==> src/sm_consts.svh <==
`ifndef SM_CONSTS_SVH
`define SM_CONSTS_SVH

// ~~~~~~~~~~~~~~~~~~~~~~~~~~~~~~~~~~~~~~~~~~~~~~~~~~~~~~~~~~~~~~~~~~~~~~~~~~~~
// register map
// ~~~~~~~~~~~~~~~~~~~~~~~~~~~~~~~~~~~~~~~~~~~~~~~~~~~~~~~~~~~~~~~~~~~~~~~~~~~~
`define SM_REG_STATUS 3'd0
`define SM_REG_OREGS  3'd1
`define SM_REG_DATA   3'd2
`define SM_REG_CTRL   3'd3
`define SM_REG_COUNT  3'd4

`define SM_MODE_SLAVE_MAP 3'b110 // slave selectmap

// field positions in written data
`define SM_OREGS_PROG_BIT    0
`define SM_OREGS_INIT_BIT    1
`define SM_OREGS_RDWR_BIT    2
`define SM_CTRL_OEN_BIT      0
`define SM_CTRL_CRC_CLR_BIT  1

`endif
==> src/sm_pkg.sv <==
package sm_pkg;

  // ~~~~~~~~~~~~~~~~~~~~~~~~~~~~~~~~~~~~~~~~~~~~~~~~~~~~~~~~~~~~~~~~~~~~~~~~~~
  // command passed from decode to the execute and result stages
  // ~~~~~~~~~~~~~~~~~~~~~~~~~~~~~~~~~~~~~~~~~~~~~~~~~~~~~~~~~~~~~~~~~~~~~~~~~~
  typedef enum logic [2:0] {
    OP_NONE     = 3'd0,
    OP_READ     = 3'd1, // also used for ignored writes
    OP_WR_OREGS = 3'd2,
    OP_WR_DATA  = 3'd3,
    OP_WR_CTRL  = 3'd4
  } sm_op_e;

  typedef struct packed {
    sm_op_e     op;
    logic [2:0] adr;
    logic [7:0] data;
  } sm_cmd_t;

  // ~~~~~~~~~~~~~~~~~~~~~~~~~~~~~~~~~~~~~~~~~~~~~~~~~~~~~~~~~~~~~~~~~~~~~~~~~~
  // device side state
  // ~~~~~~~~~~~~~~~~~~~~~~~~~~~~~~~~~~~~~~~~~~~~~~~~~~~~~~~~~~~~~~~~~~~~~~~~~~
  typedef struct packed {
    logic rdwr_n;
    logic init_n_o;
    logic prog_n;
    logic init_n_oen; // tri-state enable, active low
  } sm_pins_t;

  typedef struct packed {
    logic crc_err;    // sticky
    logic sm_busy;
    logic v5c_busy;
    logic v5c_done;
    logic v5c_init_n;
  } sm_status_t;

endpackage

==> src/sm_config_top.sv <==
`timescale 1ns/1ns

module sm_config_top (
  input  logic       epb_clk,
  input  logic       wb_rst_i,
  input  logic       wb_cyc_i,
  input  logic       wb_stb_i,
  input  logic       wb_we_i,
  input  logic [2:0] wb_adr_i,
  input  logic [7:0] wb_dat_i,
  output logic [7:0] wb_dat_o,
  output logic       wb_ack_o,
  input  logic       sm_cs_n_i,
  input  logic       sm_busy_i,  // serial interface owns the bus
  input  logic       v5c_done_i,
  input  logic       v5c_busy_i,
  input  logic       v5c_init_n_i,
  output logic [7:0] v5c_d_o,
  output logic       v5c_cs_n_o,
  output logic       v5c_prog_n_o,
  output logic       v5c_rdwr_n_o,
  output logic       v5c_init_n_o,
  output logic       v5c_init_n_oen_o,
  output logic [2:0] v5c_mode_o
);
  import sm_pkg::*;

  sm_cmd_t    cmd;
  sm_pins_t   pins;
  sm_status_t status;
  logic [7:0] byte_count;

  sm_reg_decode sm_reg_decode_inst (
    .epb_clk  (epb_clk),
    .wb_rst_i (wb_rst_i),
    .wb_cyc_i (wb_cyc_i),
    .wb_stb_i (wb_stb_i),
    .wb_we_i  (wb_we_i),
    .wb_adr_i (wb_adr_i),
    .wb_dat_i (wb_dat_i),
    .wb_ack_i (wb_ack_o),
    .cmd_o    (cmd)
  );

  sm_port_ctrl sm_port_ctrl_inst (
    .epb_clk          (epb_clk),
    .wb_rst_i         (wb_rst_i),
    .cmd_i            (cmd),
    .sm_cs_n_i        (sm_cs_n_i),
    .sm_busy_i        (sm_busy_i),
    .v5c_done_i       (v5c_done_i),
    .v5c_busy_i       (v5c_busy_i),
    .v5c_init_n_i     (v5c_init_n_i),
    .pins_o           (pins),
    .status_o         (status),
    .byte_count_o     (byte_count),
    .v5c_d_o          (v5c_d_o),
    .v5c_cs_n_o       (v5c_cs_n_o),
    .v5c_prog_n_o     (v5c_prog_n_o),
    .v5c_rdwr_n_o     (v5c_rdwr_n_o),
    .v5c_init_n_o     (v5c_init_n_o),
    .v5c_init_n_oen_o (v5c_init_n_oen_o),
    .v5c_mode_o       (v5c_mode_o)
  );

  sm_readback sm_readback_inst (
    .epb_clk      (epb_clk),
    .wb_rst_i     (wb_rst_i),
    .cmd_i        (cmd),
    .pins_i       (pins),
    .status_i     (status),
    .byte_count_i (byte_count),
    .wb_ack_o     (wb_ack_o),
    .wb_dat_o     (wb_dat_o)
  );

endmodule

==> src/sm_readback.sv <==
`timescale 1ns/1ns
`include "sm_consts.svh"

module sm_readback (
  input  logic               epb_clk,
  input  logic               wb_rst_i,
  input  sm_pkg::sm_cmd_t    cmd_i,
  input  sm_pkg::sm_pins_t   pins_i,
  input  sm_pkg::sm_status_t status_i,
  input  logic [7:0]         byte_count_i,
  output logic               wb_ack_o,
  output logic [7:0]         wb_dat_o
);
  import sm_pkg::*;

  logic       cmd_vld;
  logic [7:0] rd_mux;

  assign cmd_vld = (cmd_i.op != OP_NONE);

  always_comb begin
    case (cmd_i.adr)
      `SM_REG_STATUS: rd_mux = {3'b0, status_i};
      `SM_REG_OREGS:  rd_mux = {5'b0, pins_i.rdwr_n, pins_i.init_n_o, pins_i.prog_n};
      `SM_REG_DATA:   rd_mux = 8'b0; // no readback path
      `SM_REG_CTRL:   rd_mux = {7'b0, pins_i.init_n_oen};
      `SM_REG_COUNT:  rd_mux = byte_count_i;
      default:        rd_mux = 8'b0;
    endcase
  end

  // ~~~~~~~~~~~~~~~~~~~~~~~~~~~~~~~~~~~~~~~~~~~~~~~~~~~~~~~~~~~~~~~~~~~~~~~~~~
  // sampled on the same edge that executes a write, so reads see old state
  // ~~~~~~~~~~~~~~~~~~~~~~~~~~~~~~~~~~~~~~~~~~~~~~~~~~~~~~~~~~~~~~~~~~~~~~~~~~
  always_ff @(posedge epb_clk) begin
    if (wb_rst_i)
      wb_ack_o <= 1'b0;
    else
      wb_ack_o <= cmd_vld;
  end

  always_ff @(posedge epb_clk) begin
    if (cmd_vld)
      wb_dat_o <= rd_mux; // holds between acks
  end

  a_ack_pulse: assert property (@(posedge epb_clk) disable iff (wb_rst_i)
    wb_ack_o |=> !wb_ack_o);

endmodule

==> src/sm_port_ctrl.sv <==
`timescale 1ns/1ns
`include "sm_consts.svh"

module sm_port_ctrl (
  input  logic               epb_clk,
  input  logic               wb_rst_i,
  input  sm_pkg::sm_cmd_t    cmd_i,
  input  logic               sm_cs_n_i,
  input  logic               sm_busy_i,
  input  logic               v5c_done_i,
  input  logic               v5c_busy_i,
  input  logic               v5c_init_n_i,
  output sm_pkg::sm_pins_t   pins_o,
  output sm_pkg::sm_status_t status_o,
  output logic [7:0]         byte_count_o,
  output logic [7:0]         v5c_d_o,
  output logic               v5c_cs_n_o,
  output logic               v5c_prog_n_o,
  output logic               v5c_rdwr_n_o,
  output logic               v5c_init_n_o,
  output logic               v5c_init_n_oen_o,
  output logic [2:0]         v5c_mode_o
);
  import sm_pkg::*;

  sm_pins_t   pins_q;
  logic [7:0] data_q;
  logic       cs_pulse_q;
  logic [7:0] count_q;
  logic       crc_err_q;
  logic       wr_oregs;
  logic       wr_data;
  logic       wr_ctrl;
  logic       prog_clr;
  logic       crc_set;

  assign wr_oregs = (cmd_i.op == OP_WR_OREGS);
  assign wr_data  = (cmd_i.op == OP_WR_DATA);
  assign wr_ctrl  = (cmd_i.op == OP_WR_CTRL);
  assign prog_clr = wr_oregs & ~cmd_i.data[`SM_OREGS_PROG_BIT];

  // init_n dropping once bytes are going in means a crc failure
  assign crc_set = ~v5c_init_n_i & pins_q.prog_n & (count_q != 8'd0);

  // ~~~~~~~~~~~~~~~~~~~~~~~~~~~~~~~~~~~~~~~~~~~~~~~~~~~~~~~~~~~~~~~~~~~~~~~~~~
  // pin registers
  // ~~~~~~~~~~~~~~~~~~~~~~~~~~~~~~~~~~~~~~~~~~~~~~~~~~~~~~~~~~~~~~~~~~~~~~~~~~
  always_ff @(posedge epb_clk) begin
    if (wb_rst_i) begin
      pins_q <= '{rdwr_n: 1'b0, init_n_o: 1'b1, prog_n: 1'b1, init_n_oen: 1'b1};
    end else begin
      if (wr_oregs) begin
        pins_q.prog_n   <= cmd_i.data[`SM_OREGS_PROG_BIT];
        pins_q.init_n_o <= cmd_i.data[`SM_OREGS_INIT_BIT];
        pins_q.rdwr_n   <= cmd_i.data[`SM_OREGS_RDWR_BIT];
      end
      if (wr_ctrl)
        pins_q.init_n_oen <= cmd_i.data[`SM_CTRL_OEN_BIT];
    end
  end

  // ~~~~~~~~~~~~~~~~~~~~~~~~~~~~~~~~~~~~~~~~~~~~~~~~~~~~~~~~~~~~~~~~~~~~~~~~~~
  // data byte and chip select strobe
  // ~~~~~~~~~~~~~~~~~~~~~~~~~~~~~~~~~~~~~~~~~~~~~~~~~~~~~~~~~~~~~~~~~~~~~~~~~~
  always_ff @(posedge epb_clk) begin
    if (wr_data)
      data_q <= cmd_i.data; // held until next byte
  end

  always_ff @(posedge epb_clk) begin
    if (wb_rst_i)
      cs_pulse_q <= 1'b0;
    else
      cs_pulse_q <= wr_data;
  end

  always_ff @(posedge epb_clk) begin
    if (wb_rst_i)
      count_q <= 8'd0;
    else if (prog_clr)
      count_q <= 8'd0;
    else if (wr_data)
      count_q <= count_q + 8'd1; // wraps at 256
  end

  always_ff @(posedge epb_clk) begin
    if (wb_rst_i)
      crc_err_q <= 1'b0;
    else if (wr_ctrl && cmd_i.data[`SM_CTRL_CRC_CLR_BIT])
      crc_err_q <= 1'b0;
    else if (crc_set)
      crc_err_q <= 1'b1;
  end

  assign pins_o       = pins_q;
  assign byte_count_o = count_q;
  assign status_o     = '{crc_err:    crc_err_q,
                          sm_busy:    sm_busy_i,
                          v5c_busy:   v5c_busy_i,
                          v5c_done:   v5c_done_i,
                          v5c_init_n: v5c_init_n_i};

  assign v5c_d_o          = data_q;
  assign v5c_cs_n_o       = sm_cs_n_i & ~cs_pulse_q; // serial port or host
  assign v5c_prog_n_o     = pins_q.prog_n;
  assign v5c_rdwr_n_o     = pins_q.rdwr_n;
  assign v5c_init_n_o     = pins_q.init_n_o;
  assign v5c_init_n_oen_o = pins_q.init_n_oen;
  assign v5c_mode_o       = `SM_MODE_SLAVE_MAP;

  a_cs_pulse_one: assert property (@(posedge epb_clk) disable iff (wb_rst_i)
    cs_pulse_q |=> !cs_pulse_q);

endmodule

==> src/sm_reg_decode.sv <==
`timescale 1ns/1ns
`include "sm_consts.svh"

module sm_reg_decode (
  input  logic            epb_clk,
  input  logic            wb_rst_i,
  input  logic            wb_cyc_i,
  input  logic            wb_stb_i,
  input  logic            wb_we_i,
  input  logic [2:0]      wb_adr_i,
  input  logic [7:0]      wb_dat_i,
  input  logic            wb_ack_i,
  output sm_pkg::sm_cmd_t cmd_o
);
  import sm_pkg::*;

  typedef enum logic [1:0] {
    ST_IDLE,
    ST_ISSUE,
    ST_WAIT_ACK,
    ST_RELEASE
  } state_e;

  state_e     state_q;
  logic       pending;
  logic       take;
  logic       req_we_q;
  logic [2:0] req_adr_q;
  logic [7:0] req_dat_q;

  function automatic sm_op_e decode_op(input logic we, input logic [2:0] adr);
    sm_op_e op;
    op = OP_READ; // reads, and writes to read-only regs
    if (we) begin
      case (adr)
        `SM_REG_OREGS: op = OP_WR_OREGS;
        `SM_REG_DATA:  op = OP_WR_DATA;
        `SM_REG_CTRL:  op = OP_WR_CTRL;
        default:       op = OP_READ;
      endcase
    end
    return op;
  endfunction

  assign pending = (state_q != ST_IDLE);
  assign take    = wb_cyc_i & wb_stb_i & ~pending;

  always_ff @(posedge epb_clk) begin
    if (take) begin
      req_we_q  <= wb_we_i;
      req_adr_q <= wb_adr_i;
      req_dat_q <= wb_dat_i;
    end
  end

  // ~~~~~~~~~~~~~~~~~~~~~~~~~~~~~~~~~~~~~~~~~~~~~~~~~~~~~~~~~~~~~~~~~~~~~~~~~~
  // one command per strobe, held off until the strobe drops after the ack
  // ~~~~~~~~~~~~~~~~~~~~~~~~~~~~~~~~~~~~~~~~~~~~~~~~~~~~~~~~~~~~~~~~~~~~~~~~~~
  always_ff @(posedge epb_clk) begin
    if (wb_rst_i) begin
      state_q  <= ST_IDLE;
      cmd_o.op <= OP_NONE;
    end else begin
      cmd_o.op <= OP_NONE; // single cycle
      case (state_q)
        ST_IDLE: begin
          if (take)
            state_q <= ST_ISSUE;
        end
        ST_ISSUE: begin
          cmd_o.op   <= decode_op(req_we_q, req_adr_q);
          cmd_o.adr  <= req_adr_q;
          cmd_o.data <= req_dat_q;
          state_q    <= ST_WAIT_ACK;
        end
        ST_WAIT_ACK: begin
          if (wb_ack_i)
            state_q <= (wb_cyc_i & wb_stb_i) ? ST_RELEASE : ST_IDLE;
        end
        ST_RELEASE: begin
          if (!(wb_cyc_i & wb_stb_i))
            state_q <= ST_IDLE; // master let go
        end
        default: state_q <= ST_IDLE;
      endcase
    end
  end

  a_cmd_single: assert property (@(posedge epb_clk) disable iff (wb_rst_i)
    (cmd_o.op != OP_NONE) |=> (cmd_o.op == OP_NONE) && wb_ack_i);

endmodule

==> config.mk <==
export PLATFORM = sky130hd
export DESIGN_NAME = sm_config_top
export DESIGN_NICKNAME = d
export VERILOG_FILES = /design/src/sm_pkg.sv /design/src/sm_config_top.sv /design/src/sm_readback.sv /design/src/sm_port_ctrl.sv /design/src/sm_reg_decode.sv
export VERILOG_INCLUDE_DIRS = /design/src
export SDC_FILE = /design/constraint.sdc
export NUM_CORES = 1
export LEC_CHECK = 0
export BUFFER_PORTS_ARGS = -buffer_cell sky130_fd_sc_hd__buf_4
export CORE_MARGIN = 2
export CORE_UTILIZATION = 50
export DETAILED_ROUTE_END_ITERATION = 8
export PLACE_DENSITY = 0.85
export SLEW_MARGIN = 20
export SYNTH_ARGS = -nofsm -noshare
export SYNTH_HDL_FRONTEND = slang
export SYNTH_SLANG_ARGS = --single-unit
==> constraint.sdc <==
create_clock -name epb_clk -period 2.3 [get_ports epb_clk]
set_clock_uncertainty 0.15 [all_clocks]
set_input_delay 0.345 -clock epb_clk [delete_from_list [all_inputs] [get_ports epb_clk]]
set_output_delay 0.345 -clock epb_clk [all_outputs]
set_load 0.02 [all_outputs]
==> results.cfg, run 1 <==
[setup_path]
path_max_fanout = 7
path_class = reg2reg
worstPathArrival_ns = 1.64
required_ns = 2.36
worst-r2r-cell-count = 3
worstSetupEndpointType = flip-flop
cp-start-kind = flip-flop

[clock_network]
cts-root-buf = clkbuf_8
clkSinkCount = 59
cts_made_buffers = 9
cts_setup_buffers = 0
clk_path_buf_depth = 2
postCtsHoldBufs = 0
htreeDepth = 3
cts_resized = 0
cts_tree = yes
insertion_delay_ns = 0.33
cts.clk_slew.worst_paths_ns = 0.06

[layout]
drive_gt1_share_pct = 28.2
final_util_pct = 64.9
area_delta_synth_final_pct = 26.3
final_cells = 265
nets = 231
antenna_cells = 0
postLayoutCellArea_um2 = 2810

[floorplan]
core_um2 = 4320
die-area_um2 = 4990
num_rows = 24
die_x_um = 70.6
die_h_um = 70.6
io_pins = 46
start_util_pct = 51.4

[drt]
vias_per_cell = 5.25
initialDrtViolationCount = 75
wl_um = 3660
num_vias = 1390
drc = 0
first_pass_iters = 4
drt.antenna.violating_nets = 0
wire_per_inst_um = 13.8

[timing]
layout_setup_ws_ns = 0.714
setup_violations = 0
min_period_ns = 1.59
rsz0062_at_grt = false
maxSlewViolCount = 0
fin_crit_sh_pct = 68.9
hold_viol_final = 0
timing.fmax_mhz = 631
setup_tns_ns = 0

[logic_synthesis]
syn_area_per_cell_um2 = 14.1
ys.warnings.count = 0
yosysSeqAreaShare_pct = 70.8
synth.distinct_cells = 39
synth_seq_cells = 59
synthesis.area_um2 = 2220
syn_inst = 158

[placement]
dp_slack_ns = 0.706
port_buffers = 42
dpl_cell_area_um2 = 2590
gp_congestion = 0.766
hpwl_um = 2570
dp.cells = 249

[min_path]
hold_class = in2reg
min_delay_path_depth = 1

[power_and_ir_drop]
p_leak_nw = 1.11
p_per_area_nw_per_um2 = 805
ir_drop_mv = 0.529

[global_routing]
grt_first_pass_wirelength_um = 6050
antenna_found_initial = 0
gr-total-overflow = 0
grt_max_degree = 15
grt_usage_pct = 16.2
grt_pass1_vias = 1341

[status]
outcome = completed

[flow_run]
drv_cap = 0
cell usage after synthesis:
| cell | instances | area, um^2 |
|---|---|---|
| edfxtp_1 | 39 | 1170 |
| dfxtp_1 | 20 | 400 |
| nor2_1 | 11 | 41.3 |
| mux2i_1 | 8 | 80.1 |
| a21oi_1 | 6 | 30.0 |
| nor2b_1 | 6 | 37.5 |
| inv_1 | 5 | 18.8 |
| and3_1 | 4 | 25.0 |
| nand2_1 | 4 | 15.0 |
| nand2b_1 | 4 | 25.0 |
| o21ai_0 | 4 | 20.0 |
| buf_4 | 3 | 22.5 |
| clkbuf_1 | 3 | 11.3 |
| nor3_1 | 3 | 15.0 |
| or3_1 | 3 | 18.8 |
| a211o_1 | 2 | 17.5 |
| a211oi_1 | 2 | 15.0 |
| a2bb2oi_1 | 2 | 17.5 |
| conb_1 | 2 | 7.51 |
| ha_1 | 2 | 25.0 |
| nand3_1 | 2 | 10.0 |
| nor3b_1 | 2 | 15.0 |
| o21a_1 | 2 | 15.0 |
| o31ai_1 | 2 | 15.0 |
| or4_1 | 2 | 15.0 |
| xnor2_1 | 2 | 17.5 |
| a41oi_1 | 1 | 8.76 |
| and2_1 | 1 | 6.26 |
| and4_1 | 1 | 8.76 |
| nand3b_1 | 1 | 7.51 |
| nand3b_4 | 1 | 20.0 |
| nand4_1 | 1 | 6.26 |
| nand4b_1 | 1 | 8.76 |
| nor3b_2 | 1 | 12.5 |
| nor4_1 | 1 | 6.26 |
| o22ai_1 | 1 | 6.26 |
| or3b_1 | 1 | 8.76 |
| or4b_1 | 1 | 10.0 |
| xor2_1 | 1 | 8.76 |
where the power goes:
group          internal, W  switching [W]
Combinational    0.0000389      0.0000361
Clock             0.000640       0.000385
Sequential         0.00115      0.0000105
Total              0.00183       0.000431
cell families after synthesis:
| kind of cell | synth area share, % |
|---|---|
| mux | 3.61 |
| compound gates | 6.54 |
| other cells | 0.338 |
| flops | 70.8 |
| simple gates | 14.1 |
| xor+xnor | 1.18 |
| fa+ha+maj | 1.13 |
| buf+inv | 2.37 |
critical path, cell delays in order (launching register included):
cell and delay [ns]:
edfxtp_1 0.40, or4b_1 0.59, nand2b_1 0.25, nor2_1 0.08
layer usage:
layer  wire length, um  global-route usage, %  part of all wire, %
met4                69                   9.64                  1.9
met5                 0                      0                    0
met2              1730                   24.3                   47
met3               254                   6.70                  6.9
met1              1610                   19.8                   44
final timing paths:
check / slack [ns] / endpoint / start
worst min-delay path: 0.04 / sm_reg_decode_inst.req_dat_q[4] / wb_dat_i[4]
worst max register to register: 0.71 / sm_port_ctrl_inst.byte_count_o[0] / sm_reg_decode_inst.cmd_o[0]
worst min register to register: 0.27 / sm_port_ctrl_inst.v5c_d_o[6] / sm_reg_decode_inst.cmd_o[6]
worst max-delay path: 0.71 / sm_port_ctrl_inst.byte_count_o[0] / sm_reg_decode_inst.cmd_o[0]
cell type report:
| type | count | area [um^2] |
|---|---|---|
| flip-flops and latches | 59 | 1570 |
| fillers | 331 | 1520 |
| multi-input cells | 89 | 601 |
| repair buffers | 44 | 330 |
| clock buffers | 12 | 145 |
| clock inverters | 4 | 73.8 |
| well taps | 52 | 65.1 |
| inverters | 5 | 18.8 |
flip-flops by register name, summed over array words and instances, names as in the netlist, 2 cells and up:
name and flops:
sm_port_ctrl_inst.v5c_d_o 8, sm_reg_decode_inst.cmd_o 14, sm_readback_inst.wb_dat_o 8, sm_reg_decode_inst.state_q 2, sm_reg_decode_inst.req_adr_q 3, sm_reg_decode_inst.req_dat_q 8, sm_port_ctrl_inst.byte_count_o 8
layout by cell type, fill, tap and decap left out, types with 2 or more instances in the layout:
| cell type | instances |
|---|---|
| or3_1 | 3 |
| nor2b_1 | 6 |
| a211oi_1 | 2 |
| and3_1 | 4 |
| nor3_1 | 3 |
| nand3_1 | 2 |
| bufinv_16 | 2 |
| mux2i_1 | 8 |
| clkbuf_1 | 2 |
| xnor2_1 | 2 |
| edfxtp_1 | 39 |
| conb_1 | 3 |
| nor2_1 | 11 |
| nor3b_1 | 2 |
| o21a_1 | 2 |
| a21oi_1 | 6 |
| a211o_1 | 2 |
| a2bb2oi_1 | 2 |
| clkbuf_8 | 10 |
| ha_1 | 2 |
| buf_4 | 44 |
| o21ai_0 | 4 |
| o31ai_1 | 2 |
| nand2_1 | 4 |
| inv_1 | 5 |
| or4_1 | 2 |
| nand2b_1 | 4 |
| dfxtp_1 | 20 |
through the flow:
stage,hold WS [ns],power (W)
6_report,0.0444,0.00226
4_1_cts,0.0254,0.00228
2_1_floorplan,0.250,0.00122
5_1_grt,0.0178,0.00234
3_3_place_gp,0.253,0.00125
3_5_place_dp,0.255,0.00126
No activity file was read; power rests on OpenSTA's default activity.
==> run 2, diff against run 1 <==
==> constraint.sdc (replaced) <==
create_clock -name epb_clk -period 1.6 [get_ports epb_clk]
set_clock_uncertainty 0.15 [all_clocks]
set_input_delay 0.24 -clock epb_clk [delete_from_list [all_inputs] [get_ports epb_clk]]
set_output_delay 0.24 -clock epb_clk [all_outputs]
set_load 0.02 [all_outputs]
==> results.cfg, run 2 (synthesis results as in run 1) <==
[floorplan]
die_x_um = 70.6
io_pins = 46
start_util_pct = 51.4
die-area_um2 = 4990
core_um2 = 4320
num_rows = 24
die_h_um = 70.6

[global_routing]
gr-total-overflow = 0
grt_usage_pct = 17.5
grt_max_degree = 15
grt_pass1_vias = 1439
grt_first_pass_wirelength_um = 6440
antenna_found_initial = 0

[layout]
largest_register = sm_reg_decode_inst.cmd_o
drive_gt1_share_pct = 28.6
nets = 246
mostFrequentLayoutCells = 47 x buf_4, 39 x edfxtp_1, 18 x dfxtp_1
area_delta_synth_final_pct = 31.2
largest_reg_flops = 14
antenna_cells = 0
final_common_cell = buf_4

[drt]
num_vias = 1477
wire_per_inst_um = 14.5
vias_per_cell = 5.29
initialDrtViolationCount = 101
drt.antenna.violating_nets = 0
wl_um = 4040
drc = 0
first_pass_iters = 4

[setup_path]
path_class = reg2reg
reg2reg_from = sm_reg_decode_inst.cmd_o[0]
worstSetupEndpointType = flip-flop
path_max_fanout = 4
rrSetupSlack_ns = 0.10
cp-start-kind = flip-flop
required_ns = 1.66
worstPathArrival_ns = 1.55
startpoint = sm_reg_decode_inst.cmd_o[0]

[timing]
hold_viol_final = 0
fin_crit_sh_pct = 93.6
min_period_ns = 1.50
setup_violations = 0
rsz0062_at_grt = false
timing.fmax_mhz = 668
maxSlewViolCount = 0
setup_tns_ns = 0

[clock_network]
htreeDepth = 3
clkSinkCount = 59
clk_path_buf_depth = 2
cts.clk_slew.worst_paths_ns = 0.06
cts_setup_buffers = 0
insertion_delay_ns = 0.33
cts_made_buffers = 9
cts-root-buf = clkbuf_8
cts_tree = yes

[placement]
gp_congestion = 0.785
hpwl_um = 2700
port_buffers = 42

[min_path]
hold_class = in2reg
holdCritStartpoint = wb_rst_i

[status]
outcome = completed

[flow_run]
drv_cap = 0

[power_and_ir_drop]
ir_drop_mv = 0.663
p_leak_nw = 1.16
power_w = 0.00302
p_per_area_nw_per_um2 = 1040
run 2: report_power, final:
group / switching [W] / internal (W)
Sequential: 0.0000159 / 0.00165
Combinational: 0.0000582 / 0.0000765
Clock: 0.000510 / 0.000706
run 2: metal layers:
metal  up-vias  track usage, %  wire, um
met5         -               0         0
met4         0            11.1        97
met3         8            5.41       272
met2        61            29.1      2040
met1       700            19.5      1630
li1        708               -         -
run 2: worst max-delay path, cell delays in order, from the launching register on:
cell and delay (ns):
edfxtp_1 0.38, or4b_1 0.60, or3b_1 0.19, mux2i_1 0.06
run 2: area by class of cell:
type / count / area (um^2)
clock buffer: 12 / 135
inverter: 5 / 18.8
timing repair buffer: 59 / 473
clock inverter: 3 / 40.0
fill: 300 / 1410
sequential: 59 / 1570
multi-input combinational: 89 / 608
tap: 52 / 65.1
run 2: final timing paths:
| path | to | cells past startpoint |
|---|---|---|
| setup reg to reg | sm_port_ctrl_inst.byte_count_o[7] | 3 |
| hold / removal | sm_reg_decode_inst.state_q[0] | 2 |
| setup / recovery | sm_port_ctrl_inst.byte_count_o[7] | 3 |
| hold reg to reg | sm_reg_decode_inst.cmd_o[4] | 0 |
run 2: repair_timing:
item / CTS / global route
hold endpoints to repair: 12 / 0
gates resized for setup: 0 / 3
hold buffers: 12 / 0
endpoints found under the setup margin: 0 / 7
run 2: metrics by stage:
step                std cells  utilization [%]  setup slack [ns]  hold slack, ns  cell area, um^2
detailed placement        252             60.4            0.0510           0.259             2610
finish                    279             67.4             0.103          0.0443             2910
CTS                       279             67.3            0.0340          0.0320             2910
global route              279             67.4            0.0137          0.0445             2910
floorplan                 159                -            0.0340           0.189             2230
global placement          252             60.4            0.0664           0.253             2610
